File: src/verilog/decode_consts.svh
/* 8086 front-end decoder constants
   Register numbers and ModR/M field codes shared by the decode blocks */

`ifndef DECODE_CONSTS_SVH
`define DECODE_CONSTS_SVH

// Register numbers used in effective-address results
`define REG_BX   4'b0011
`define REG_BP   4'b0101
`define REG_SI   4'b0110
`define REG_DI   4'b0111

// The high bit is set when a register takes no part in the address
`define REG_NONE 4'b1100

// ModR/M field codes
`define RM_DIRECT 3'b110 // With mod 00 this is a 16-bit direct address
`define MOD_REG   2'b11  // Register operand, no memory access

`endif

File: src/verilog/decode_pkg.sv
/* Decoder types
   Register number, segment code and the full decoded result */

package decode_pkg;

    typedef logic [3:0] reg_id_t; // High bit set means unused

    typedef enum logic [1:0]
    {
        SEG_ES = 2'b00,
        SEG_CS = 2'b01,
        SEG_SS = 2'b10,
        SEG_DS = 2'b11
    } seg_t;

    // Everything the front end reports for one opcode/ModR/M pair
    typedef struct packed
    {
        logic    need_modrm;
        logic    need_disp;
        logic    disp_size;   // 0 is 8 bit, 1 is 16 bit
        logic    need_imm;
        logic    imm_size;    // 0 is 8 bit, 1 is 16 bit
        logic    word_op;     // Operand width from w
        logic    not_decoded;
        reg_id_t src;
        reg_id_t dst;
        reg_id_t base;        // Effective-address base
        reg_id_t index;       // Effective-address index
        seg_t    seg;         // Default segment
    } decode_t;

endpackage

File: src/verilog/ea_if.sv
/* Effective-address bundle
   Carries base, index, segment and displacement needs out of the ModR/M decoder */

`timescale 1ns/1ps

interface ea_if;

    logic [3:0] base;
    logic [3:0] index;
    logic [1:0] seg;
    logic       disp_mod;      // Mod/rm call for a displacement
    logic       disp_wide_mod; // That displacement is 16 bits

    modport source (output base, index, seg, disp_mod, disp_wide_mod);

    modport sink (input base, index, seg, disp_mod, disp_wide_mod);

endinterface

File: src/verilog/modrm_decode.sv
/* ModR/M effective-address decoder
   Maps mod and rm onto base, index, default segment and displacement needs */

`timescale 1ns/1ps

`include "decode_consts.svh"

module modrm_decode
(
    input  logic [7:0] modrm,
    ea_if.source       ea
);

    logic [1:0] mod;
    logic [2:0] rm;
    logic       direct;

    assign mod    = modrm[7:6];
    assign rm     = modrm[2:0];
    assign direct = (mod == 2'b00) && (rm == `RM_DIRECT); // disp16 only, no registers

    // Mod 01 and 10 carry a displacement; 11 is a register operand
    assign ea.disp_mod      = direct || ((mod != 2'b00) && (mod != `MOD_REG));
    assign ea.disp_wide_mod = direct ? 1'b1 : mod[1];

    // BP-based modes default to the stack segment
    always_comb
    begin
        case (rm)
            3'b000:
            begin
                ea.base  = `REG_BX;
                ea.index = `REG_SI;
                ea.seg   = decode_pkg::SEG_DS;
            end
            3'b001:
            begin
                ea.base  = `REG_BX;
                ea.index = `REG_DI;
                ea.seg   = decode_pkg::SEG_DS;
            end
            3'b010:
            begin
                ea.base  = `REG_BP;
                ea.index = `REG_SI;
                ea.seg   = decode_pkg::SEG_SS;
            end
            3'b011:
            begin
                ea.base  = `REG_BP;
                ea.index = `REG_DI;
                ea.seg   = decode_pkg::SEG_SS;
            end
            3'b100:
            begin
                ea.base  = `REG_NONE;
                ea.index = `REG_SI;
                ea.seg   = decode_pkg::SEG_DS;
            end
            3'b101:
            begin
                ea.base  = `REG_NONE;
                ea.index = `REG_DI;
                ea.seg   = decode_pkg::SEG_DS;
            end
            3'b110:
            begin
                ea.base  = direct ? `REG_NONE : `REG_BP;
                ea.index = `REG_NONE;
                ea.seg   = direct ? decode_pkg::SEG_DS : decode_pkg::SEG_SS;
            end
            default:
            begin
                ea.base  = `REG_BX; // rm 111
                ea.index = `REG_NONE;
                ea.seg   = decode_pkg::SEG_DS;
            end
        endcase
    end

endmodule

File: src/verilog/opcode_decode.sv
/* Opcode classifier
   Matches the kept 8086 opcode groups and assembles the complete decoded result */

`timescale 1ns/1ps

module opcode_decode
(
    input  logic [7:0]          opcode,
    input  logic [7:0]          modrm,
    ea_if.sink                  ea,
    output decode_pkg::decode_t result
);

    logic [2:0]          reg_f;
    logic [2:0]          rm;
    decode_pkg::reg_id_t dst_rm;
    decode_pkg::reg_id_t src_rm;
    decode_pkg::reg_id_t rm_id;

    assign reg_f = modrm[5:3];
    assign rm    = modrm[2:0];
    assign rm_id = {1'b0, rm};

    // Direction bit picks which field is written
    assign dst_rm = opcode[1] ? {1'b0, reg_f} : rm_id;
    assign src_rm = opcode[1] ? rm_id : {1'b0, reg_f};

    always_comb
    begin
        result = '0;

        // MOV reg-immediate keeps w in bit 3
        result.word_op = (opcode[7:4] == 4'b1011) ? opcode[3] : opcode[0];

        result.base  = ea.base;
        result.index = ea.index;
        result.seg   = decode_pkg::seg_t'(ea.seg);

        casez (opcode)
            8'b00??_?0??, // ALU r/m, reg
            8'b1000_01??, // TEST, XCHG
            8'b1000_10??: // MOV r/m, reg
            begin
                result.need_modrm = 1'b1;
                result.need_disp  = ea.disp_mod;
                result.disp_size  = ea.disp_wide_mod;
                result.dst        = dst_rm;
                result.src        = src_rm;
            end

            8'b00??_?10?: // ALU accumulator, imm
            begin
                result.need_imm = 1'b1;
                result.imm_size = opcode[0];
            end

            8'b010?_????: // INC/DEC/PUSH/POP reg16
            begin
                result.src = {1'b0, opcode[2:0]};
            end

            8'b0111_????, // Jcc short
            8'hEB:        // JMP short
            begin
                result.need_disp = 1'b1;
            end

            8'hE8, // CALL near
            8'hE9: // JMP near
            begin
                result.need_disp = 1'b1;
                result.disp_size = 1'b1;
            end

            8'b1000_00??: // Group 1 r/m, imm
            begin
                result.need_modrm = 1'b1;
                result.need_disp  = ea.disp_mod;
                result.disp_size  = ea.disp_wide_mod;
                result.need_imm   = 1'b1;
                result.imm_size   = ~opcode[1] & opcode[0]; // Sign-extended imm8 when s set
                result.dst        = rm_id;
            end

            8'b1011_????: // MOV reg, imm
            begin
                result.need_imm = 1'b1;
                result.imm_size = opcode[3];
                result.dst      = {1'b0, opcode[2:0]};
            end

            8'b1101_00??: // Shift/rotate by 1 or CL
            begin
                result.need_modrm = 1'b1;
                result.need_disp  = ea.disp_mod;
                result.disp_size  = ea.disp_wide_mod;
                result.dst        = rm_id;
                result.src        = rm_id;
            end

            default:
            begin
                result.not_decoded = 1'b1;
            end
        endcase
    end

endmodule

File: src/verilog/decode_register.sv
/* Decoder output stage
   Captures the decoded result on each strobe and pulses decoded_valid a cycle later */

`timescale 1ns/1ps

module decode_register
(
    input  logic                clk,
    input  logic                rst_n,
    input  logic                instr_valid,
    input  decode_pkg::decode_t next,
    output decode_pkg::decode_t decoded,
    output logic                decoded_valid
);

    always_ff @(posedge clk)
    begin
        if (!rst_n)
        begin
            decoded       <= '0;
            decoded_valid <= 1'b0;
        end
        else
        begin
            decoded_valid <= instr_valid; // One pulse per strobe
            if (instr_valid)
            begin
                decoded <= next;
            end
        end
    end

endmodule

File: src/verilog/decode_top.sv
/* 8086 front-end decoder top level
   ModR/M and opcode decoding followed by one output register stage */

`timescale 1ns/1ps

module decode_top
(
    input  logic                clk,
    input  logic                rst_n,
    input  logic                instr_valid,
    input  logic [7:0]          opcode,
    input  logic [7:0]          modrm,
    output logic                need_modrm,
    output logic                need_disp,
    output logic                disp_size,
    output logic                need_imm,
    output logic                imm_size,
    output logic                word_op,
    output logic                not_decoded,
    output decode_pkg::reg_id_t src,
    output decode_pkg::reg_id_t dst,
    output decode_pkg::reg_id_t base,
    output decode_pkg::reg_id_t index,
    output decode_pkg::seg_t    seg,
    output logic                decoded_valid
);

    decode_pkg::decode_t next_result;
    decode_pkg::decode_t decoded;

    ea_if ea_i ();

    modrm_decode modrm_i
    (
        .modrm (modrm),
        .ea    (ea_i.source)
    );

    opcode_decode opcode_i
    (
        .opcode (opcode),
        .modrm  (modrm),
        .ea     (ea_i.sink),
        .result (next_result)
    );

    decode_register register_i
    (
        .clk           (clk),
        .rst_n         (rst_n),
        .instr_valid   (instr_valid),
        .next          (next_result),
        .decoded       (decoded),
        .decoded_valid (decoded_valid)
    );

    assign need_modrm  = decoded.need_modrm;
    assign need_disp   = decoded.need_disp;
    assign disp_size   = decoded.disp_size;
    assign need_imm    = decoded.need_imm;
    assign imm_size    = decoded.imm_size;
    assign word_op     = decoded.word_op;
    assign not_decoded = decoded.not_decoded;
    assign src         = decoded.src;
    assign dst         = decoded.dst;
    assign base        = decoded.base;
    assign index       = decoded.index;
    assign seg         = decoded.seg;

endmodule

File: config.mk
export PLATFORM = sky130hd
export DESIGN_NAME = decode_top
export DESIGN_NICKNAME = d
export VERILOG_FILES = /design/src/verilog/decode_pkg.sv /design/src/verilog/ea_if.sv /design/src/verilog/modrm_decode.sv /design/src/verilog/opcode_decode.sv /design/src/verilog/decode_register.sv /design/src/verilog/decode_top.sv
export VERILOG_INCLUDE_DIRS = /design/src /design/src/verilog
export SDC_FILE = /design/constraint.sdc
export NUM_CORES = 1
export LEC_CHECK = 0
export BUFFER_PORTS_ARGS = -buffer_cell sky130_fd_sc_hd__buf_2
export CORE_MARGIN = 10
export CORE_UTILIZATION = 53
export CTS_CLUSTER_SIZE = 8
export DETAILED_ROUTE_END_ITERATION = 6
export GPL_TIMING_DRIVEN = 0
export PLACE_DENSITY = 0.83
export SLEW_MARGIN = 40
export SYNTH_ARGS = -nofsm -noshare
export SYNTH_HDL_FRONTEND = slang
export SYNTH_SLANG_ARGS = --single-unit
File: constraint.sdc
create_clock -name clk -period 3.9 [get_ports clk]
set_clock_uncertainty 0.05 [all_clocks]
set_input_delay 0.195 -clock clk [delete_from_list [all_inputs] [get_ports clk]]
set_output_delay 0.195 -clock clk [all_outputs]
set_load 0.005 [all_outputs]
[Word level (Yosys, flattened, before mapping)]
Cells that the tools add are included.
Storage, ports and cells
  bits in registers: 26
  logic and storage cells: 66
Operators by class
  equal/unequal tests: 18
  mux-type cells: 16
  bitwise operators: 2
  reductions and logical operators: 17
Operators with widths (number)
  one-hot mux 4 bit (3 select lines): 3
  equality test 6 bit, second input constant: 4
  equality test 8 bit, second input constant: 3
  OR reduction 12 bit: 1
  equality test 3 x 2 -> 1 bit, second input constant: 3
  equality test 3 bit, second input constant: 3
  OR reduction 3 bit: 3
  one-hot mux 4 bit (2 select lines): 1
  OR reduction 2 bit: 4
  zero test 3 bit: 2
  two-way mux 3 bit: 2
  one-hot mux 2 bit (3 select lines): 1
  two-way mux 1 bit: 5
  OR reduction 5 bit: 1
  equality test 4 x 2 -> 1 bit, second input constant: 1
  equality test 4 x 3 -> 1 bit, second input constant: 1
  equality test 4 bit, second input constant: 1
  two-way mux 4 bit: 1
  one-hot mux 1 bit (2 select lines): 2
  one-hot mux 2 bit (2 select lines): 1
  OR reduction 4 bit: 1
  equality test 3 x 1 -> 1 bit, second input constant: 1
  logical AND 1 bit: 2
  zero test 2 bit: 1
  5 further kinds: 5

[Longest topological paths before layout]
Gate-level depths: netlist of the first run.
  word-level depth: 4
  depth in mapped cells: 7
  depth with buffers taken out: 5

[By module]
From an unflattened synthesis of the first run, not the netlist that was laid out.
Unflattened totals
  cell total of the unflattened synthesis: 173
  area total of the unflattened synthesis: 1629.1 sq um
Modules (own cells, without submodules)
  decode_register: instances 1, cells an instance 82, area an instance 992.2 sq um, seq. area each 520.5 sq um
  opcode_decode: instances 1, cells an instance 73, area an instance 510.5 sq um, seq. area each 0.0 sq um
  modrm_decode: instances 1, cells an instance 18, area an instance 126.4 sq um, seq. area each 0.0 sq um

[Worst setup path before layout of the first run]
No wires, ideal clock.
  kind: in2reg
  start: input port opcode[3]
  end: register register_i.decoded[15] (netlist name)
  arrival time: 1.289 ns
  required time: 3.714 ns
  slack: 2.425 ns
  cell stages on the path: 6
  path buffers: 1
  cell sequence: buf_4 -> and3b_1 -> a211oi_4 -> nor3_1 -> a221oi_1 -> a211oi_1
On the way
  longest elaborated chain between the ends: 3
  elaborated cells on any way between the ends: 5
  those cells by class: eq/ne (3); mux (1); reduce/logical (1)
Ends and longest elaborated chain
  start, declared: line decode_top.sv:11  | input logic [7:0] opcode,
  equality test 6 bit: line opcode_decode.sv:39  | casez (opcode)
  OR reduction 3 bit
  one-hot mux 4 bit (3 select lines) (*): line opcode_decode.sv:39
Mark *: on every way between the ends. The rest lies on a longest branch, timed or not.
A chain may end at the register's enable or synchronous reset.

[Worst setup path after layout of the first run]
  start: input port opcode[2]
  end: register register_i.decoded[16] (netlist name)
On the way
  longest elaborated chain between the ends: 3
  elaborated cells on any way between the ends: 6
  those cells by class: eq/ne (3); mux (1); reduce/logical (2)
Ends and longest elaborated chain (line)
  equality test 6 bit or zero test 3 bit (tied branches): opcode_decode.sv:39
  OR reduction 3 bit
  one-hot mux 4 bit (3 select lines) (*): opcode_decode.sv:39
Marks and branches as above.

==> out/metrics.csv, run 1 <==
metric,value,unit
status,"complete, no violations",
cp-start-kind,primary input,
netlist_instances,171,
grt_usage,15.25,%
drt_iter0_markers,132,
setup_viol,0,
p_leak,0.0006867,uW
crit_path_end_kind,register,
synth-edff-count,0,
rsz0062_at_grt,no,
area_delta_synth_final,18.70,%
hold_depth,3,
finalPower,469.3,uW
n_fill_cell,223,
cap_violations,0,
vdd_ir_drop_max,0.3425,mV
fp-row-count,18,
maxSlewViolCount,0,
grt_overflow,0,
finalCritPeriodShare,36.25,%
min_from,modrm[5],
yosys.area_share.xor_xnor,0,%
synth_compound_area_share,28.61,%
firstDrtPassIters,5,
yosys_warnings,0,
synth_top_family_by_area,compound AO/OA/AOI/OAI gates,
synth-async-reset-ratio,0,%
port_buffers,37,
wire_per_inst,15.90,um
final_area,0.001604,mm^2
antenna_found_initial,0,
finalSetupTns,0,ps
r2r_cells,3,
clock_sinks,23,
synthesis.area,0.001351,mm^2
place_ws,2207,ps
cp.arrival,1560,ps
max_freq,707.4,MHz
synthMuxAreaShare,0.7407,%
htreeDepth,1,
cts_buffers,3,
hold_path_class,primary input to register,
dp_hpwl,2997,um
rr_endpoint,register_i.decoded[15],
synthSimpleGateAreaFrac,28.15,%
hold_viol,0,
fin_nets,233,
ys_seq_area_share,34.07,%
grt_pass1_wl,6699,um
drtAntennaViolNets,0,
ctsResizeCount,0,
synthAdderAreaFrac,0,%
layout_setup_ws,2486,ps
postCtsHoldBufs,0,
cts.clk_slew.worst_paths,120,ps
post_cts_buffers,0,
ctsRootBufferMaster,clkbuf_4,
fp.dieW,70.50,um
dr_total_vias,1461,
period_minus_slack,1414,ps
r2r_slack,2860,ps
die-height,70.50,um
place_congestion,0.9060,
rr_startpoint,register_i.decoded[15],
grt_pass1_vias,1456,
synth_seq_cells,23,
dieArea,0.004970,mm^2
cts_max_path_buffers,2,
layout_commonest_cell,buf_2,
placed_area,0.001578,mm^2
grt_max_degree,13,
final_cell_mix,"buf_2, dfxtp_1, nand2_1",
ys_types,47,
start_util,55.05,%
drive_above_1_share,25.35,%
critPathRequiredTime,4050,ps
critical_path_class,primary input to register,
insertion_delay,300,ps
ios,45,
vias_per_cell,6.012,
cp_max_fo,10,
p_per_area,292.6,mW/mm^2
wl,3864,um
n_antenna_cell,0,
core_area,0.002455,mm^2
cts_tree,built,
worstHoldEndpoint,register_i.decoded[16],
syn-mean-instance-area,7.902,um^2
drc_errors,0,
yosys_most_used_dff,dfxtp_1,
layer usage:
layer / wire [um] / up-vias / global-route usage, %
li1: - / 702 / -
met1: 1605 / 665 / 17.99
met2: 1857 / 90 / 26.75
met3: 380 / 4 / 4.661
met4: 21 / 0 / 1.974
met5: 0 / - / 0
metrics by stage:
| stage | utilization, % | cells | hold WS, ps |
|---|---|---|---|
| after CTS | 65.34 | 243 | 150.8 |
| final | 65.34 | 243 | 161.3 |
| after global routing | 65.34 | 243 | 151.1 |
| after floorplan | - | 172 | 319.5 |
| after global placement | 64.27 | 239 | 387.4 |
| after detailed placement | 64.27 | 239 | 401.3 |
how the worst max path moves through the flow:
| stage | from | end | slack, ps | cells past startpoint |
|---|---|---|---|---|
| 6_report | opcode[2] | register_i.decoded[16] | 2490 | 7 |
| 3_3_place_gp | instr_valid | register_i.decoded[15] | 2250 | 5 |
| 2_1_floorplan | opcode[3] | register_i.decoded[15] | 2420 | 6 |
| 5_1_grt | opcode[2] | register_i.decoded[14] | 2430 | 7 |
| 3_5_place_dp | opcode[2] | register_i.decoded[16] | 2210 | 7 |
| 4_1_cts | opcode[2] | register_i.decoded[16] | 2540 | 7 |
state kept, by name (all words and copies together) (netlist names):
register                  count
register_i.decoded_valid      1
register_i.decoded           22
synth_stat cells, types with 2 or more instances:
cell       number  share of area (%)
dfxtp_1        23                 34
nand2_1        15                4.2
nor2_1         14                3.9
o21ai_0        14                5.2
clkbuf_1        8                2.2
nand3_1         8                3.0
a21oi_1         6                2.2
nor2b_1         6                2.8
buf_4           5                2.8
o21ai_1         5                1.9
a31oi_1         4                1.9
and2_1          4                1.9
buf_2           4                1.5
nand2b_1        4                1.9
nor3_1          4                1.5
nor3b_1         4                2.2
o31ai_1         3                1.7
a21boi_0        2                1.1
a221oi_1        2                1.3
a222oi_1        2                1.5
a41oi_1         2                1.3
and3b_1         2                1.3
inv_1           2               0.56
o211a_1         2                1.5
o2bb2ai_1       2                1.3
or3_1           2               0.93
or4_1           2                1.1
cells by family (layout without fill, tap and decap cells):
kind of cell           after synthesis  count (layout)
DFF                                 23              23
buffers and inverters               21              62
other                                1               2
AOI/OAI and AO/OA                   55              55
muxes                                1               1
and+or+nand+nor                     70              70
final cells by class:
type                            count  area (um^2)  area share [%]
Multi-Input combinational cell    128        784.5           48.91
Timing Repair Buffer               37        185.2           11.54
Sequential cell                    23        460.4           28.71
Tap cell                           30        37.54           2.340
Inverter                            3        11.26          0.7020
Buffer                             18        98.84           6.162
Clock buffer                        4        26.28           1.638
critical path, cell delays in order:
cell and delay [ps]:
buf_2 140, buf_2 230, nor2_1 110, a211oi_4 290, o21ai_2 130, a222oi_1 370
o21ai_1 90
report_power, final:
group          total, uW  switching (uW)  leakage (uW)  internal, uW
Clock                108            67.8     0.0000150          39.9
Combinational        108            63.0      0.000483          45.2
Sequential           253            6.14      0.000189           247
Total                469             137      0.000687           332
No activity file was read; power rests on OpenSTA's default activity.
==> run 2, diff against run 1 <==
--- a/config.mk
+++ b/config.mk
@@ -8,11 +8,11 @@
 export LEC_CHECK = 0
 export BUFFER_PORTS_ARGS = -buffer_cell sky130_fd_sc_hd__buf_2
 export CORE_MARGIN = 10
-export CORE_UTILIZATION = 53
+export CORE_UTILIZATION = 50
 export CTS_CLUSTER_SIZE = 8
 export DETAILED_ROUTE_END_ITERATION = 6
 export GPL_TIMING_DRIVEN = 0
-export PLACE_DENSITY = 0.83
+export PLACE_DENSITY = 0.79
 export SLEW_MARGIN = 40
 export SYNTH_ARGS = -nofsm -noshare
 export SYNTH_HDL_FRONTEND = slang
==> constraint.sdc (replaced) <==
create_clock -name clk -period 1.5 [get_ports clk]
set_clock_uncertainty 0.05 [all_clocks]
set_input_delay 0.075 -clock clk [delete_from_list [all_inputs] [get_ports clk]]
set_output_delay 0.075 -clock clk [all_outputs]
set_load 0.005 [all_outputs]
==> run 2 against run 1 <==
  * Non-clock buffer count unchanged
  * Largest cell class unchanged
  * Register-to-register slack worse by 2400 ps
  * Highest routed layer unchanged
  * First-iteration DRC count shrank 36%
  * Sequential share of layout area is the same
  * Clock-buffer cell count unchanged
  * Final area is the same
  * Hold slack worse by 120 ps
  * Total power grew to 2.6 times the previous value
  * Die area is 4.3% higher
  * Global-route usage shrank 0.15 points
  * Clock power rose to 2.5 times the previous value
  * Sequential cell count is the same
==> out/metrics.csv, run 2 (synthesis gave the netlist of run 1 again) <==
metric,value,unit,change
ctsRootBufferMaster,clkbuf_4,,unchanged
htreeDepth,1,,unchanged
critPathRequiredTime,1650,ps,was 4050 ps
dp_hpwl,3093,um,was 2997 um
r2r_cells,3,,unchanged
crit_start,opcode[2],,unchanged
wire_per_inst,16.21,um,was 15.90 um
fin_nets,233,,unchanged
dieArea,0.005182,mm^2,was 0.004970 mm^2
antenna_found_initial,0,,unchanged
maxSlewViolCount,0,,unchanged
status,"complete, no violations",,unchanged
vdd_ir_drop_max,0.6678,mV,was 0.3425 mV
cts.clk_slew.worst_paths,120,ps,about the same
insertion_delay,300,ps,about the same
finalCritPeriodShare,89.15,%,
p_leak,0.0006867,uW,unchanged
grt_pass1_vias,1438,,was 1456
drt_iter0_markers,84,,was 132
ios,45,,unchanged
clock_sinks,23,,unchanged
finalPower,1214,uW,was 469.3 uW
hold_viol,0,,unchanged
max_freq,747.8,MHz,
ctsResizeCount,0,,unchanged
firstDrtPassIters,4,,was 5
setup_viol,0,,unchanged
cts_buffers,3,,unchanged
grt_usage,15.10,%,was 15.25%
vias_per_cell,5.889,,was 6.012
dp.cells,239,,unchanged
crit_path_end_kind,register,,unchanged
wl,3939,um,was 3864 um
core_area,0.002522,mm^2,was 0.002455 mm^2
cts_max_path_buffers,2,,unchanged
rr_endpoint,register_i.decoded[15],,unchanged
instances_no_fill,243,,unchanged
endpoint,register_i.decoded[16],,unchanged
hold_depth,3,,unchanged
dr_total_vias,1431,,was 1461
rsz0062_at_grt,no,,unchanged
die-height,71.99,um,was 70.50 um
hold_path_class,primary input to register,,unchanged
grt_pass1_wl,6555,um,was 6699 um
start_util,53.57,%,was 55.05%
postCtsHoldBufs,0,,unchanged
drc_errors,0,,unchanged
grt_overflow,0,,unchanged
period_minus_slack,1337,ps,
cts_tree,built,,unchanged
post_cts_buffers,0,,unchanged
drtAntennaViolNets,0,,unchanged
port_buffers,37,,unchanged
final_cell_mix,"buf_2, dfxtp_1, nand2_1",,unchanged
reg.largest.list,"register_i.decoded: 22 flops, register_i.decoded_valid: 1 flops",,unchanged
largest_reg_flops,22,,unchanged
n_antenna_cell,0,,unchanged
critical_path_class,primary input to register,,unchanged
drive_above_1_share,25.35,%,unchanged
cp_max_fo,10,,unchanged
cp.arrival,1480,ps,was 1560 ps
p_per_area,757.1,mW/mm^2,was 292.6 mW/mm^2
area_delta_synth_final,18.70,%,unchanged
largest-register,register_i.decoded,,unchanged
rr_startpoint,register_i.decoded[15],,unchanged
cp-start-kind,primary input,,unchanged
r2r_slack,470,ps,was 2860 ps
fp-row-count,18,,unchanged
layout_commonest_cell,buf_2,,unchanged
grt_max_degree,13,,unchanged
place_congestion,0.8629,,was 0.9060
cap_violations,0,,unchanged
fp.dieW,71.99,um,was 70.50 um
## run 2: metal layers
| layer | global-route usage (%) | share of wire, % | vias to the layer above |
|---|---|---|---|
| met3 | 6.259 | 10 | 2 |
| met1 | 17.16 | 41 | 670 |
| met4 | 2.581 | 0.20 | 0 |
| li1 | - | - | 706 |
| met2 | 26.08 | 48 | 53 |
| met5 | 0 | 0 | - |
## run 2: through the flow
| stage | TNS [ps] | instance area [um^2] | util [%] | hold slack, ps | setup WS (ps) |
|---|---|---|---|---|---|
| 6_report | 0 | 1604 | 63.59 | 40.46 | 162.7 |
| 4_1_cts | 0 | 1604 | 63.59 | 28.75 | 229.1 |
| 2_1_floorplan | 0 | 1355 | - | 199.5 | 145.0 |
| 3_5_place_dp | -298.0 | 1578 | 62.55 | 354.9 | -108.6 |
| 3_3_place_gp | -125.2 | 1578 | 62.55 | 340.2 | -41.52 |
| 5_1_grt | 0 | 1604 | 63.59 | 27.54 | 110.4 |
## run 2: final cells by class
cell class,instances,area [um^2]
Fill cell,253,918.4
Multi-Input combinational cell,128,784.5
Sequential cell,23,460.4
Timing Repair Buffer,37,185.2
Buffer,18,98.84
Tap cell,30,37.54
Clock buffer,4,26.28
Inverter,3,11.26
## run 2: worst min path at each step
stage | from | end
final | modrm[3] | register_i.decoded[14]
after global routing | modrm[5] | register_i.decoded[16]
after CTS | modrm[5] | register_i.decoded[16]
after detailed placement | modrm[5] | register_i.decoded[16]
after global placement | modrm[5] | register_i.decoded[16]
after floorplan | modrm[2] | register_i.decoded[0]
## run 2: where the power goes
group          internal, uW  leakage (uW)  switching (uW)
clock network           104     0.0000150             171
logic                   118      0.000483             165
registers               643      0.000189            15.0
total                   864      0.000687             351
## run 2: worst max-delay path, stage by stage
cell and delay (ps):
buf_2 130, buf_2 220, nor2_1 120, a211oi_4 310, o21ai_2 130, a222oi_1 390
o21ai_1 100
